<file path="src/board_io_pkg.sv">
package board_io_pkg;

   // Converter widths
   localparam int ADC_W = 14;
   localparam int DAC_W = 16;

   // Watchdog counter, kick pin is the top bit
   localparam int WD_BITS = 16;

   // Number of active-low SPI selects
   localparam int SPI_DEVS = 8;

   // Bit position of each device in the select vector
   localparam int SEL_CLK    = 0;   // Clock generator
   localparam int SEL_DAC    = 1;   // Main DAC
   localparam int SEL_TX_DB  = 2;
   localparam int SEL_TX_ADC = 3;
   localparam int SEL_TX_DAC = 4;
   localparam int SEL_RX_DB  = 5;
   localparam int SEL_RX_ADC = 6;
   localparam int SEL_RX_DAC = 7;

   // One ADC sample
   typedef logic [ADC_W-1:0] adc_sample_t;

   // One DAC word
   typedef logic [DAC_W-1:0] dac_sample_t;

   // Active-low chip selects
   typedef logic [SPI_DEVS-1:0] spi_sel_t;

endpackage

</file>
<file path="src/board_io_top.sv">
module board_io_top
(
   input  logic                      dsp_clk,
   input  logic                      rst_i,

   // ADC pins and core side
   input  board_io_pkg::adc_sample_t adc_a_pin_i,
   input  board_io_pkg::adc_sample_t adc_b_pin_i,
   input  logic                      adc_ovf_a_pin_i,
   input  logic                      adc_ovf_b_pin_i,
   input  logic                      adc_on_a_i,
   input  logic                      adc_on_b_i,
   input  logic                      adc_oe_a_i,
   input  logic                      adc_oe_b_i,
   output board_io_pkg::adc_sample_t adc_a_o,
   output board_io_pkg::adc_sample_t adc_b_o,
   output logic                      adc_ovf_a_o,
   output logic                      adc_ovf_b_o,
   output logic                      adc_pdn_a_o,
   output logic                      adc_pdn_b_o,
   output logic                      adc_oen_a_o,
   output logic                      adc_oen_b_o,

   // DAC
   input  board_io_pkg::dac_sample_t dac_a_i,
   input  board_io_pkg::dac_sample_t dac_b_i,
   output board_io_pkg::dac_sample_t dac_a_pin_o,
   output board_io_pkg::dac_sample_t dac_b_pin_o,

   // SPI master side
   input  logic                      spi_sclk_i,
   input  logic                      spi_mosi_i,
   input  board_io_pkg::spi_sel_t    spi_sen_i,
   output logic                      spi_miso_o,

   // SPI device side
   input  logic                      sdo_main_i,
   input  logic                      sdo_tx_db_i,
   input  logic                      sdo_tx_adc_i,
   input  logic                      sdo_rx_db_i,
   input  logic                      sdo_rx_adc_i,
   output board_io_pkg::spi_sel_t    sen_o,
   output logic                      sclk_main_o,
   output logic                      sdi_main_o,
   output logic                      sclk_tx_db_o,
   output logic                      sdi_tx_db_o,
   output logic                      sclk_tx_adc_o,
   output logic                      sdi_tx_adc_o,
   output logic                      sclk_tx_dac_o,
   output logic                      sdi_tx_dac_o,
   output logic                      sclk_rx_db_o,
   output logic                      sdi_rx_db_o,
   output logic                      sclk_rx_adc_o,
   output logic                      sdi_rx_adc_o,
   output logic                      sclk_rx_dac_o,
   output logic                      sdi_rx_dac_o,

   // Watchdog
   input  logic                      config_success_i,
   output logic                      wdi_o
);

   converter_io converter_io_i
   (
      .dsp_clk         (dsp_clk),
      .rst_i           (rst_i),
      .adc_a_pin_i     (adc_a_pin_i),
      .adc_b_pin_i     (adc_b_pin_i),
      .adc_ovf_a_pin_i (adc_ovf_a_pin_i),
      .adc_ovf_b_pin_i (adc_ovf_b_pin_i),
      .adc_on_a_i      (adc_on_a_i),
      .adc_on_b_i      (adc_on_b_i),
      .adc_oe_a_i      (adc_oe_a_i),
      .adc_oe_b_i      (adc_oe_b_i),
      .dac_a_i         (dac_a_i),
      .dac_b_i         (dac_b_i),
      .adc_a_o         (adc_a_o),
      .adc_b_o         (adc_b_o),
      .adc_ovf_a_o     (adc_ovf_a_o),
      .adc_ovf_b_o     (adc_ovf_b_o),
      .adc_pdn_a_o     (adc_pdn_a_o),
      .adc_pdn_b_o     (adc_pdn_b_o),
      .adc_oen_a_o     (adc_oen_a_o),
      .adc_oen_b_o     (adc_oen_b_o),
      .dac_a_pin_o     (dac_a_pin_o),
      .dac_b_pin_o     (dac_b_pin_o)
   );

   // Purely combinational, no clock needed
   spi_fanout spi_fanout_i
   (
      .spi_sclk_i    (spi_sclk_i),
      .spi_mosi_i    (spi_mosi_i),
      .spi_sen_i     (spi_sen_i),
      .spi_miso_o    (spi_miso_o),
      .sdo_main_i    (sdo_main_i),
      .sdo_tx_db_i   (sdo_tx_db_i),
      .sdo_tx_adc_i  (sdo_tx_adc_i),
      .sdo_rx_db_i   (sdo_rx_db_i),
      .sdo_rx_adc_i  (sdo_rx_adc_i),
      .sen_o         (sen_o),
      .sclk_main_o   (sclk_main_o),
      .sdi_main_o    (sdi_main_o),
      .sclk_tx_db_o  (sclk_tx_db_o),
      .sdi_tx_db_o   (sdi_tx_db_o),
      .sclk_tx_adc_o (sclk_tx_adc_o),
      .sdi_tx_adc_o  (sdi_tx_adc_o),
      .sclk_tx_dac_o (sclk_tx_dac_o),
      .sdi_tx_dac_o  (sdi_tx_dac_o),
      .sclk_rx_db_o  (sclk_rx_db_o),
      .sdi_rx_db_o   (sdi_rx_db_o),
      .sclk_rx_adc_o (sclk_rx_adc_o),
      .sdi_rx_adc_o  (sdi_rx_adc_o),
      .sclk_rx_dac_o (sclk_rx_dac_o),
      .sdi_rx_dac_o  (sdi_rx_dac_o)
   );

   watchdog_kick watchdog_kick_i
   (
      .dsp_clk          (dsp_clk),
      .rst_i            (rst_i),
      .config_success_i (config_success_i),
      .wdi_o            (wdi_o)
   );

endmodule

</file>
<file path="src/converter_io.sv">
module converter_io
(
   input  logic                      dsp_clk,
   input  logic                      rst_i,

   // ADC pins
   input  board_io_pkg::adc_sample_t adc_a_pin_i,
   input  board_io_pkg::adc_sample_t adc_b_pin_i,
   input  logic                      adc_ovf_a_pin_i,
   input  logic                      adc_ovf_b_pin_i,

   // Converter requests from the core, active high
   input  logic                      adc_on_a_i,
   input  logic                      adc_on_b_i,
   input  logic                      adc_oe_a_i,
   input  logic                      adc_oe_b_i,

   // DAC words from the core
   input  board_io_pkg::dac_sample_t dac_a_i,
   input  board_io_pkg::dac_sample_t dac_b_i,

   // Captured ADC data towards the core
   output board_io_pkg::adc_sample_t adc_a_o,
   output board_io_pkg::adc_sample_t adc_b_o,
   output logic                      adc_ovf_a_o,
   output logic                      adc_ovf_b_o,

   // Active-low converter control pins
   output logic                      adc_pdn_a_o,
   output logic                      adc_pdn_b_o,
   output logic                      adc_oen_a_o,
   output logic                      adc_oen_b_o,

   // DAC pins
   output board_io_pkg::dac_sample_t dac_a_pin_o,
   output board_io_pkg::dac_sample_t dac_b_pin_o
);
   import board_io_pkg::*;

   adc_sample_t adc_a_q1;   // First stage, channels already swapped
   adc_sample_t adc_b_q1;
   logic        adc_ovf_a_q1;
   logic        adc_ovf_b_q1;

   // Control pins are plain inversions of the requests
   assign adc_pdn_a_o = ~adc_on_a_i;
   assign adc_pdn_b_o = ~adc_on_b_i;
   assign adc_oen_a_o = ~adc_oe_a_i;
   assign adc_oen_b_o = ~adc_oe_b_i;

   // ADC channels are crossed on the board, undo it at capture
   always_ff @(posedge dsp_clk)
   begin
      if (rst_i)
      begin
         adc_a_q1     <= '0;
         adc_b_q1     <= '0;
         adc_ovf_a_q1 <= 1'b0;
         adc_ovf_b_q1 <= 1'b0;
      end
      else
      begin
         adc_a_q1     <= adc_b_pin_i;
         adc_b_q1     <= adc_a_pin_i;
         adc_ovf_a_q1 <= adc_ovf_b_pin_i;
         adc_ovf_b_q1 <= adc_ovf_a_pin_i;
      end
   end

   // Second stage drives the core side
   always_ff @(posedge dsp_clk)
   begin
      if (rst_i)
      begin
         adc_a_o     <= '0;
         adc_b_o     <= '0;
         adc_ovf_a_o <= 1'b0;
         adc_ovf_b_o <= 1'b0;
      end
      else
      begin
         adc_a_o     <= adc_a_q1;
         adc_b_o     <= adc_b_q1;
         adc_ovf_a_o <= adc_ovf_a_q1;
         adc_ovf_b_o <= adc_ovf_b_q1;
      end
   end

   // DAC channels are also crossed, and DAC A is wired inverted
   always_ff @(posedge dsp_clk)
   begin
      if (rst_i)
      begin
         dac_a_pin_o <= '0;
         dac_b_pin_o <= '0;
      end
      else
      begin
         dac_a_pin_o <= ~dac_b_i;
         dac_b_pin_o <= dac_a_i;
      end
   end

endmodule

</file>
<file path="src/spi_fanout.sv">
module spi_fanout
(
   // Shared SPI master
   input  logic                   spi_sclk_i,
   input  logic                   spi_mosi_i,
   input  board_io_pkg::spi_sel_t spi_sen_i,
   output logic                   spi_miso_o,

   // Readback lines from the devices
   input  logic                   sdo_main_i,   // Clock generator and main DAC
   input  logic                   sdo_tx_db_i,
   input  logic                   sdo_tx_adc_i,
   input  logic                   sdo_rx_db_i,
   input  logic                   sdo_rx_adc_i,

   // Select pins
   output board_io_pkg::spi_sel_t sen_o,

   // Per-device clock and data pins
   output logic                   sclk_main_o,
   output logic                   sdi_main_o,
   output logic                   sclk_tx_db_o,
   output logic                   sdi_tx_db_o,
   output logic                   sclk_tx_adc_o,
   output logic                   sdi_tx_adc_o,
   output logic                   sclk_tx_dac_o,
   output logic                   sdi_tx_dac_o,
   output logic                   sclk_rx_db_o,
   output logic                   sdi_rx_db_o,
   output logic                   sclk_rx_adc_o,
   output logic                   sdi_rx_adc_o,
   output logic                   sclk_rx_dac_o,
   output logic                   sdi_rx_dac_o
);
   import board_io_pkg::*;

   logic main_open;   // Clock gen and main DAC share one pair

   assign sen_o = spi_sen_i;

   assign main_open = ~spi_sen_i[SEL_CLK] | ~spi_sen_i[SEL_DAC];

   // Unselected devices see quiet lines
   assign {sclk_main_o, sdi_main_o}     = main_open ? {spi_sclk_i, spi_mosi_i} : 2'b00;
   assign {sclk_tx_db_o, sdi_tx_db_o}   =
      ~spi_sen_i[SEL_TX_DB] ? {spi_sclk_i, spi_mosi_i} : 2'b00;
   assign {sclk_tx_adc_o, sdi_tx_adc_o} =
      ~spi_sen_i[SEL_TX_ADC] ? {spi_sclk_i, spi_mosi_i} : 2'b00;
   assign {sclk_tx_dac_o, sdi_tx_dac_o} =
      ~spi_sen_i[SEL_TX_DAC] ? {spi_sclk_i, spi_mosi_i} : 2'b00;
   assign {sclk_rx_db_o, sdi_rx_db_o}   =
      ~spi_sen_i[SEL_RX_DB] ? {spi_sclk_i, spi_mosi_i} : 2'b00;
   assign {sclk_rx_adc_o, sdi_rx_adc_o} =
      ~spi_sen_i[SEL_RX_ADC] ? {spi_sclk_i, spi_mosi_i} : 2'b00;
   assign {sclk_rx_dac_o, sdi_rx_dac_o} =
      ~spi_sen_i[SEL_RX_DAC] ? {spi_sclk_i, spi_mosi_i} : 2'b00;

   // DACs on the daughterboards have no readback
   assign spi_miso_o = (~spi_sen_i[SEL_CLK]    & sdo_main_i)   |
                       (~spi_sen_i[SEL_DAC]    & sdo_main_i)   |
                       (~spi_sen_i[SEL_TX_DB]  & sdo_tx_db_i)  |
                       (~spi_sen_i[SEL_TX_ADC] & sdo_tx_adc_i) |
                       (~spi_sen_i[SEL_RX_DB]  & sdo_rx_db_i)  |
                       (~spi_sen_i[SEL_RX_ADC] & sdo_rx_adc_i);

endmodule

</file>
<file path="src/watchdog_kick.sv">
module watchdog_kick
(
   input  logic dsp_clk,
   input  logic rst_i,
   input  logic config_success_i,
   output logic wdi_o
);
   import board_io_pkg::*;

   logic [WD_BITS-1:0] wd_cnt;

   // Held at zero until the FPGA reports good configuration
   always_ff @(posedge dsp_clk)
   begin
      if (rst_i || !config_success_i)
      begin
         wd_cnt <= '0;
      end
      else
      begin
         wd_cnt <= wd_cnt + 1'b1;   // Free running, wraps
      end
   end

   // Top bit toggles slowly enough for the external supervisor
   assign wdi_o = wd_cnt[WD_BITS-1];

endmodule
</file>
<file path="config.mk">
export PLATFORM = sky130hd
export DESIGN_NAME = board_io_top
export DESIGN_NICKNAME = d
export VERILOG_FILES = /design/src/board_io_pkg.sv /design/src/board_io_top.sv /design/src/converter_io.sv /design/src/spi_fanout.sv /design/src/watchdog_kick.sv
export SDC_FILE = /design/constraint.sdc
export NUM_CORES = 1
export LEC_CHECK = 0
export BUFFER_PORTS_ARGS = -buffer_cell sky130_fd_sc_hd__buf_4
export CAP_MARGIN = 20
export CORE_MARGIN = 5
export CORE_UTILIZATION = 44
export DETAILED_ROUTE_END_ITERATION = 8
export MAX_ROUTING_LAYER = met4
export PLACE_DENSITY = 0.78
export SYNTH_ARGS = -nofsm -noshare
export SYNTH_HDL_FRONTEND = slang
export SYNTH_HIERARCHICAL = 1
export SYNTH_SLANG_ARGS = --single-unit
</file>
<file path="constraint.sdc">
create_clock -name dsp_clk -period 2 [get_ports dsp_clk]
set_clock_uncertainty 0.15 [all_clocks]
set_input_delay 0.1 -clock dsp_clk [delete_from_list [all_inputs] [get_ports dsp_clk]]
set_output_delay 0.1 -clock dsp_clk [all_outputs]
set_load 0.02 [all_outputs]
</file>
==> flow_metrics.env, run 1 <==
export IMPL_period_share=0.830
export IMPL_gp_congestion=0.748
export IMPL_grt_max_degree=79
export IMPL_drt_wl_total_um=8560
export IMPL_crit_end="watchdog_kick_i/wd_cnt[14]"
export IMPL_timing_setup_tns_ps=0
export IMPL_peakVddDrop_mv=0.402
export IMPL_worst_setup_path_type="reg -> reg"
export IMPL_drtIter0Drc=59
export IMPL_crit_arrival_ps=1730
export IMPL_post_drt_wl_per_cell_um=13.1
export IMPL_crit_family="simple AND/OR/NAND/NOR gates"
export IMPL_netlist_area_um2=3410
export IMPL_finalCriticalPeriod_ps=1660
export IMPL_diodes=0
export IMPL_numPortBuffers=173
export IMPL_fillers=540
export IMPL_drt_pass1_iter_count=4
export IMPL_multi_input_area_um2=1020
export IMPL_critPathLaunchType="flop"
export IMPL_grt_pass1_wl_um=14000
export IMPL_grt_pass1_vias=3018
export IMPL_setup_slack_ps=340
export IMPL_r2r_setup_slack_ps=340
export IMPL_avgViaCountPerCell=4.31
export IMPL_tritoncts="built"
export IMPL_post_cts_setup_buffer_count=0
export IMPL_hp_class="in -> reg"
export IMPL_slew_limit_headroom=0.610
export IMPL_reg2regPathDepth=5
export IMPL_htreeDepth=3
export IMPL_path_clk_slew_ps=90
export IMPL_die_h_um=98.0
export IMPL_ys_seq_area_frac=0.635
export IMPL_place_area_um2=4680
export IMPL_p_per_area_nw_per_um2=771
export IMPL_seq_area_um2=2160
export IMPL_crit_buf_inv=0
export IMPL_grt_overflow_total=0
export IMPL_post_route_cell_area_um2=5650
export IMPL_drive_gt1_frac=0.364
export IMPL_cts_sinks=108
export IMPL_slowest_delay_ps=430
export IMPL_hold_viol=0
export IMPL_place_ws_ps=351
export IMPL_hold_depth=3
export IMPL_fmax_mhz=602
export IMPL_rows=32
export IMPL_core_um2=7650
export IMPL_crit_fanout=6
export IMPL_worst_pin_slew_ps=585
export IMPL_grt_total_usage=0.187
export IMPL_r2r_end="watchdog_kick_i/wd_cnt[14]"
export IMPL_p_leak_nw=2.58
export IMPL_syn_avg_cell_area_um2=11.1
export IMPL_fp_dieW_um=98.0
export IMPL_slowest_stage="dfxtp_1"
export IMPL_syn_to_final_growth_pct=65.9
export IMPL_maxSlewViolCount=0
export IMPL_numCtsBuffers=9
export IMPL_clockBufferDepth=2
export IMPL_ys_types=29
export IMPL_yosysWarnings=6
export IMPL_timing_rr_start="watchdog_kick_i/wd_cnt[0]"
export IMPL_setup_viol=0
export IMPL_dr_total_vias=2807
export IMPL_insertion_delay_ps=350
export IMPL_die_area_um2=9600
export IMPL_antenna_found_initial=0
export IMPL_ys_seq_elements=108
export IMPL_cp_cell_sequence="ha_1 > nand4_2 > nor4_2 > xnor2_1 > nor2_1"
export IMPL_cp_required_ps=2070
export IMPL_nets=630
export IMPL_maxCapViolCount=0
export IMPL_root_buffer="clkbuf_8"
export IMPL_drc=0
export IMPL_syn_num_nets=391
export IMPL_io_pins=174
export IMPL_cp_end_kind="flop"
export IMPL_hpwl_um=5490
export IMPL_rsz0062_at_grt="false"
export IMPL_drtAntennaViolNets=0
export IMPL_initial_utilization=0.445
export IMPL_critical_path_cell_count=5
export IMPL_netlist_instances=306
export IMPL_cp_startpoint="watchdog_kick_i/wd_cnt[0]"
export IMPL_status="completed"
per-layer routing:
| layer | GRT usage | part of all wire | up-vias |
|---|---|---|---|
| li1 | - | - | 1408 |
| met1 | 0.190 | 0.38 | 1269 |
| met2 | 0.346 | 0.54 | 119 |
| met3 | 0.0429 | 0.064 | 11 |
| met4 | 0.0714 | 0.016 | 0 |
| met5 | - | 0 | - |
what timing repair did:
action                                 4_1_cts  5_1_grt
endpoints found under the hold margin       65        0
resized for setup                            0        0
hold buffers                                74        0
stage by stage:
stage               utilization  total power [mW]  hold WS (ps)  instances
floorplan                     -              2.56          16.7        306
global placement          0.612              2.81           102        562
detailed placement        0.612              2.82           107        562
CTS                       0.739              4.39           188        652
global route              0.739              4.53           237        652
finish                    0.739              4.36           203        652
power breakdown:
part | total (mW) | internal (mW) | switching (mW)
Combinational | 0.624 | 0.359 | 0.266
Sequential | 2.27 | 2.24 | 0.0247
Clock | 1.47 | 0.752 | 0.714
how the worst min path moves through the flow:
stage	start	end	slack [ps]
6_report	config_success_i	watchdog_kick_i/wd_cnt[0]	200
4_1_cts	config_success_i	watchdog_kick_i/wd_cnt[11]	190
3_3_place_gp	dac_b_i[13]	converter_io_i/dac_a_pin_o[13]	100
2_1_floorplan	dac_b_i[13]	converter_io_i/dac_a_pin_o[13]	20
3_5_place_dp	dac_b_i[13]	converter_io_i/dac_a_pin_o[13]	110
5_1_grt	config_success_i	watchdog_kick_i/wd_cnt[4]	240
cells by family (layout without fill, tap and decap cells):
kind of cell | after synthesis | in the layout | synth area share
buffers and inverters | 33 | 277 | 0.0643
xor gates and xnor gates | 12 | 12 | 0.0309
adders and majority gates | 1 | 1 | 0.00367
AOI/OAI and AO/OA | 7 | 7 | 0.0132
DFF | 108 | 108 | 0.635
and+or+nand+nor | 145 | 145 | 0.253
worst min-delay path: cells and delay by family:
family,cells,cell delay [ps]
and+or+nand+nor,2,490
buffers and inverters,1,80
synthesized netlist by cell type:
master	count	area [um2]
a211o_1	1	8.76
xor2_1	1	8.76
nor3_1	3	15.0
nand4_1	2	12.5
ha_1	1	12.5
o22ai_1	2	12.5
or3_1	1	6.26
a21oi_1	2	10.0
xnor2_1	11	96.3
o21ai_0	1	5.00
and2b_2	2	17.5
nor3_2	1	10.0
nand4_4	1	21.3
dfxtp_1	108	2160
and2b_1	1	7.51
nand4_2	2	25.0
nand2b_1	1	6.26
nand3_1	4	20.0
clkbuf_1	2	7.51
buf_2	1	5.00
nand2_1	4	15.0
and2_1	2	12.5
a31o_2	1	8.76
nor2_1	33	124
buf_4	9	67.6
inv_1	13	48.8
buf_6	8	90.1
nor2b_1	85	532
nor4_2	3	37.5
final cells by class:
cell class,count,area share
sequential,108,0.383
timing repair buffer,248,0.364
inverter,13,0.00863
multi-input combinational,165,0.181
clock inverter,6,0.0162
clock buffer,10,0.0244
tap,102,0.0226
state kept, by name (all words and copies together) (netlist names):
signal                       cells
converter_io_i/dac_a_pin_o      16
converter_io_i/dac_b_pin_o      16
watchdog_kick_i/wd_cnt          16
converter_io_i/adc_a_o          14
converter_io_i/adc_a_q1         14
converter_io_i/adc_b_o          14
converter_io_i/adc_b_q1         14
converter_io_i/adc_ovf_a_o       1
converter_io_i/adc_ovf_a_q1      1
converter_io_i/adc_ovf_b_o       1
converter_io_i/adc_ovf_b_q1      1
placed cells by master, fill, tap and decap left out, types with 2 or more instances in the layout:
cell / n
buf_4: 173
dfxtp_1: 108
nor2b_1: 85
dlygate4sd3_1: 74
nor2_1: 33
inv_1: 13
xnor2_1: 11
clkbuf_8: 10
nand2_1: 4
nand3_1: 4
inv_6: 3
nor4_2: 3
nor3_1: 3
bufinv_16: 2
and2b_2: 2
and2_1: 2
o22ai_1: 2
nand4_2: 2
nand4_1: 2
a21oi_1: 2
Note: power is estimated with default switching activity, not from simulation.
==> run 2, diff against run 1 <==
- CORE_UTILIZATION: 44 -> 40
- PLACE_DENSITY: 0.78 -> 0.75
- clock period: 2 -> 1.52 ns (I/O delays scaled with it)
==> run 2 against run 1 <==
First-iteration DRC count down 19%. Worst hold slack worse by 140 ps. Register-to-register slack worse by 270 ps. Utilization down 6.2 points. Power up 26%. Critical path depth unchanged. Critical endpoint is now watchdog_kick_i/wd_cnt[10].
==> flow_metrics.env, run 2 (synthesis gave the netlist of run 1 again) <==
export IMPL_final_util=0.677
export IMPL_setup_viol=0
export IMPL_avgViaCountPerCell=4.21
export IMPL_p_per_area_nw_per_um2=980
export IMPL_numPortBuffers=173
export IMPL_slew_limit_headroom=0.608
export IMPL_r2r_end="watchdog_kick_i/wd_cnt[10]"
export IMPL_drt_pass1_iter_count=4
export IMPL_drtIter0Drc=48
export IMPL_holdPathEnd="converter_io_i/dac_a_pin_o[3]"
export IMPL_min_delay_start="rst_i"
export IMPL_clockBufferDepth=2
export IMPL_numCtsBuffers=9
export IMPL_grt_total_usage=0.167
export IMPL_top_regs="converter_io_i/dac_a_pin_o x16, converter_io_i/dac_b_pin_o x16, watchdog_kick_i/wd_cnt x16"
export IMPL_core_um2=8260
export IMPL_worst_hold_slack_ps=67.2
export IMPL_maxCapViolCount=0
export IMPL_critPathLaunchType="flop"
export IMPL_dr_total_vias=2721
export IMPL_insertion_delay_ps=350
export IMPL_nets=621
export IMPL_initial_utilization=0.412
export IMPL_place_ws_ps=-33.9
export IMPL_timing_rr_start="watchdog_kick_i/wd_cnt[0]"
export IMPL_crit_fanout=6
export IMPL_hpwl_um=5670
export IMPL_path_clk_slew_ps=100
export IMPL_grt_overflow_total=0
export IMPL_antenna_found_initial=0
export IMPL_drt_wl_total_um=8730
export IMPL_cp_end_kind="flop"
export IMPL_rows=33
export IMPL_grtUsageMet2=0.317
export IMPL_final_common_cell="buf_4"
export IMPL_final_cells=646
export IMPL_root_buffer="clkbuf_8"
export IMPL_cts_sinks=108
export IMPL_setup_slack_ps=73.3
export IMPL_crit_arrival_ps=1530
export IMPL_placed_cells=568
export IMPL_drc=0
export IMPL_worst_pin_slew_ps=588
export IMPL_post_cts_setup_buffer_count=0
export IMPL_top_usage_layer="met2"
export IMPL_maxSlewViolCount=0
export IMPL_fillers=623
export IMPL_hold_depth=3
export IMPL_period_share=0.952
export IMPL_syn_to_final_growth_pct=64.1
export IMPL_grt_pass1_wl_um=13200
export IMPL_die_area_um2=10500
export IMPL_grt_pass1_vias=2797
export IMPL_worst_setup_path_type="reg -> reg"
export IMPL_hp_class="in -> reg"
export IMPL_reg2regPathDepth=5
export IMPL_io_pins=174
export IMPL_place_area_um2=4710
export IMPL_fmax_mhz=691
export IMPL_die_h_um=102
export IMPL_gp_congestion=0.759
export IMPL_finalCriticalPeriod_ps=1450
export IMPL_status="completed"
export IMPL_post_route_cell_area_um2=5590
export IMPL_peakVddDrop_mv=0.702
export IMPL_post_drt_wl_per_cell_um=13.5
export IMPL_hold_viol=0
export IMPL_globalRouteMet1Util=0.172
export IMPL_fp_dieW_um=102
export IMPL_cp_required_ps=1600
export IMPL_drive_gt1_frac=0.388
export IMPL_p_leak_nw=2.58
export IMPL_tritoncts="built"
export IMPL_htreeDepth=3
export IMPL_r2r_setup_slack_ps=70
export IMPL_grt_max_degree=93
export IMPL_drtAntennaViolNets=0
export IMPL_use_met3=0.0362
export IMPL_diodes=0
export IMPL_mostFrequentLayoutCells="buf_4 (176), dfxtp_1 (102), nor2b_1 (85)"
==> run 2: timing repair <==
item / in CTS / in global routing
setup endpoints to repair: 4 / 6
endpoints found under the hold margin: 62 / 0
pin swaps: 1 / 1
gates resized for setup: 4 / 9
hold buffers: 62 / 0
==> run 2: worst max-delay path, stage by stage, from the launching register on <==
cell     delay, ps
dfxtp_2        370
ha_4           160
nand4_4        150
nor3_1         280
xnor2_1        160
nor2_1          60
==> run 2: worst max-delay path by stage <==
stage                                         start  depth (start not counted)                         end  slack, ps
after floorplan           watchdog_kick_i/wd_cnt[0]                          5  watchdog_kick_i/wd_cnt[14]         20
after global placement    watchdog_kick_i/wd_cnt[0]                          5  watchdog_kick_i/wd_cnt[14]         40
after detailed placement  watchdog_kick_i/wd_cnt[1]                          5  watchdog_kick_i/wd_cnt[10]        -30
after CTS                 watchdog_kick_i/wd_cnt[2]                          4  watchdog_kick_i/wd_cnt[15]         20
after global routing      watchdog_kick_i/wd_cnt[6]                          4  watchdog_kick_i/wd_cnt[14]         -4
final                     watchdog_kick_i/wd_cnt[0]                          5  watchdog_kick_i/wd_cnt[10]         70
==> run 2: cell type report <==
type                       count  area [um2]  share of cell area
multi-input combinational    165        1080               0.193
clock buffer                  10         138              0.0246
tap                          105         131              0.0235
timing repair buffer         239        1960               0.351
sequential                   108        2170               0.388
clock inverter                 6        62.6              0.0112
inverter                      13        48.8             0.00873
==> run 2: layer usage <==
metal / share of wire / up-vias / routed length, um
li1: - / 1389 / -
met2: 0.56 / 80 / 4870
met3: 0.065 / 9 / 570
met5: 0 / - / 0
met4: 0.010 / 0 / 87
met1: 0.37 / 1243 / 3200
==> run 2: through the flow <==
step | setup TNS (ps) | total power, mW
after floorplan | 0 | 3.36
after global placement | 0 | 3.70
after detailed placement | -49.3 | 3.72
after CTS | 0 | 5.55
after global routing | -3.99 | 5.72
final | 0 | 5.48
==> run 2: power breakdown <==
part / leakage (nW) / internal, mW / switching (mW)
Sequential: 0.895 / 2.95 / 0.0321
Combinational: 1.58 / 0.456 / 0.348
Clock: 0.103 / 0.688 / 1.00
==> run 3, diff against run 2 <==
- ABC_AREA: default -> 1
- CORE_UTILIZATION: 40 -> 41
==> run 3 against run 2 <==
Synthesized area is 5.0% higher. Sequential share of layout area is 1.1 points lower. Combinational power is 2.9% higher. Count of clock-buffer cells in the layout is 1 lower. Via count is 18% higher. Largest cell class unchanged. Highest routed layer unchanged.
==> flow_metrics.env, run 3 <==
export IMPL_status="completed"
export IMPL_die_h_um=103
export IMPL_grt_max_degree=93
export IMPL_synth_top_area_frac=0.605
export IMPL_grt_overflow_total=0
export IMPL_nets=742
export IMPL_rsz0062_at_grt="false"
export IMPL_antenna_found_initial=0
export IMPL_netlist_area_um2=3570
export IMPL_dr_total_vias=3223
export IMPL_critPathLaunchType="flop"
export IMPL_p_leak_nw=2.94
export IMPL_fmax_mhz=712
export IMPL_crit_arrival_ps=1500
export IMPL_hpwl_um=5940
export IMPL_hp_class="in -> out"
export IMPL_r2r_setup_slack_ps=110
export IMPL_min_delay_start="spi_sen_i[3]"
export IMPL_topRoutingLayerUsed="met4"
export IMPL_drt_wl_total_um=9070
export IMPL_cts_sinks=108
export IMPL_grt_pass1_wl_um=13800
export IMPL_insertion_delay_ps=350
export IMPL_cp_required_ps=1610
export IMPL_muxShareOfSynthArea=0
export IMPL_async_flop_share=0
export IMPL_peakVddDrop_mv=0.566
export IMPL_yosysWarnings=6
export IMPL_worst_pin_slew_ps=388
export IMPL_die_area_um2=10700
export IMPL_p_per_area_nw_per_um2=1000
export IMPL_hold_viol=0
export IMPL_maxCapViolCount=0
export IMPL_drt_pass1_iter_count=4
export IMPL_final_common_cell="buf_4"
export IMPL_post_cts_setup_buffer_count=0
export IMPL_clockBufferDepth=2
export IMPL_ys_types=22
export IMPL_fp_dieW_um=103
export IMPL_drtIter0Drc=73
export IMPL_worst_setup_path_type="reg -> reg"
export IMPL_top_regs="converter_io_i/dac_a_pin_o x16, converter_io_i/dac_b_pin_o x16, watchdog_kick_i/wd_cnt x16"
export IMPL_synth_xor_area_share=0.00490
export IMPL_cp_end_kind="flop"
export IMPL_synth_compound_area_share=0.0305
export IMPL_netlist_instances=426
export IMPL_place_area_um2=4870
export IMPL_drtAntennaViolNets=0
export IMPL_diodes=0
export IMPL_ys_seq_area_frac=0.605
export IMPL_slew_limit_headroom=0.742
export IMPL_syn_avg_cell_area_um2=8.39
export IMPL_grt_total_usage=0.169
export IMPL_ys_seq_elements=108
export IMPL_avgViaCountPerCell=4.19
export IMPL_gp_congestion=0.807
export IMPL_timing_setup_tns_ps=0
export IMPL_drt_met1_wl_um=3360
export IMPL_synthAdderAreaFrac=0.00350
export IMPL_drive_gt1_frac=0.320
export IMPL_root_buffer="clkbuf_8"
export IMPL_r2r_end="watchdog_kick_i/wd_cnt[14]"
export IMPL_routed_wl_met3_um=723
export IMPL_synthSimpleGateAreaFrac=0.201
export IMPL_drc=0
export IMPL_rows=34
export IMPL_timing_rr_start="watchdog_kick_i/wd_cnt[0]"
export IMPL_maxSlewViolCount=0
export IMPL_synth_edff_count=0
export IMPL_syn_to_final_growth_pct=60.4
export IMPL_numCtsBuffers=9
export IMPL_path_clk_slew_ps=100
export IMPL_finalCriticalPeriod_ps=1410
export IMPL_initial_utilization=0.416
export IMPL_post_route_cell_area_um2=5740
export IMPL_reg2regPathDepth=8
export IMPL_fillers=674
export IMPL_period_share=0.925
export IMPL_grt_pass1_vias=3178
export IMPL_holdPathEnd="sen_o[3]"
export IMPL_synth_area_leaders="dfxtp_1 (60%), nor2_1 (13%), inv_1 (11%)"
export IMPL_synth_area_leader_cell="dfxtp_1"
export IMPL_tritoncts="built"
export IMPL_setup_viol=0
export IMPL_crit_fanout=4
export IMPL_synth_top_flop_cell="dfxtp_1"
export IMPL_htreeDepth=3
export IMPL_ys_top_cells_by_count="nor2_1 (123), dfxtp_1 (108), inv_1 (101), nand2_1 (31)"
export IMPL_numPortBuffers=173
export IMPL_io_pins=174
export IMPL_post_drt_wl_per_cell_um=11.8
export IMPL_dr_wl_met2_um=4770
export IMPL_mostFrequentLayoutCells="buf_4 (173), nor2_1 (123), dfxtp_1 (107)"
export IMPL_hold_depth=2
export IMPL_synth_top_family_by_area="simple AND/OR/NAND/NOR gates"
export IMPL_core_um2=8590
export IMPL_syn_num_nets=511
export IMPL_synth_most_common_cell="nor2_1"
run 3: changes by cell type after synthesis, sizes merged, moves of 8 or more:
cell	change
xnor2	-11
nand2	+32
inv	+92
a21oi	+8
nor2b	-85
nor2	+99
run 3: repair_timing:
action / 4_1_cts / 5_1_grt
resized for setup: 0 / 1
hold buffers: 64 / 0
endpoints found under the hold margin: 71 / 0
setup endpoints to repair: 0 / 1
run 3: worst max-delay path: stages (launching register included):
cell and delay [ps]:
dfxtp_2 370, ha_1 190, nand2_2 90, nor2_4 140, nand2_2 80, nor2_2 140, nand2_1 60, nand2_1 60
nor2_1 40
run 3: worst max path at each step:
stage	startpoint	end	slack [ps]
6_report	watchdog_kick_i/wd_cnt[0]	watchdog_kick_i/wd_cnt[14]	110
2_1_floorplan	watchdog_kick_i/wd_cnt[0]	watchdog_kick_i/wd_cnt[14]	230
3_3_place_gp	watchdog_kick_i/wd_cnt[0]	watchdog_kick_i/wd_cnt[14]	180
3_5_place_dp	watchdog_kick_i/wd_cnt[0]	watchdog_kick_i/wd_cnt[14]	100
5_1_grt	watchdog_kick_i/wd_cnt[1]	watchdog_kick_i/wd_cnt[14]	40
4_1_cts	watchdog_kick_i/wd_cnt[0]	watchdog_kick_i/wd_cnt[14]	60
run 3: layout make-up:
class	count	area, um2	area share
inverter	105	394	0.0687
clock inverter	7	104	0.0181
timing repair buffer	238	1960	0.342
multi-input combinational	195	856	0.149
sequential	108	2160	0.377
tap	108	135	0.0236
clock buffer	9	124	0.0216
run 3: routing by layer:
metal  vias to the layer above  track usage
met5                         -            -
li1                       1655            -
met2                       133        0.309
met4                         0       0.0717
met1                      1417        0.172
met3                        18       0.0376
run 3: metrics by stage:
| stage | total power [mW] | utilization | cells | worst slack, ps | hold WS (ps) |
|---|---|---|---|---|---|
| finish | 5.75 | 0.667 | 770 | 115 | 231 |
| floorplan | 3.38 | - | 426 | 230 | -7.31 |
| CTS | 5.80 | 0.667 | 770 | 61.3 | 228 |
| global route | 6.02 | 0.667 | 770 | 36.0 | 240 |
| global placement | 3.73 | 0.566 | 690 | 177 | 79.7 |
| detailed placement | 3.74 | 0.566 | 690 | 95.1 | 84.7 |
run 3: kinds of logic after synthesis:
| group | after synthesis |
|---|---|
| and+or+nand+nor | 174 |
| DFF | 108 |
| xor gates and xnor gates | 2 |
| buffers and inverters | 123 |
| AOI/OAI and AO/OA | 18 |
| adders and majority gates | 1 |
run 3: where the power goes:
group,leakage (nW),switching [mW],total [mW],internal [mW]
Sequential,0.893,0.0352,2.99,2.95
Combinational,1.93,0.385,0.827,0.441
Clock,0.115,0.982,1.94,0.956
Total,2.94,1.40,5.75,4.35
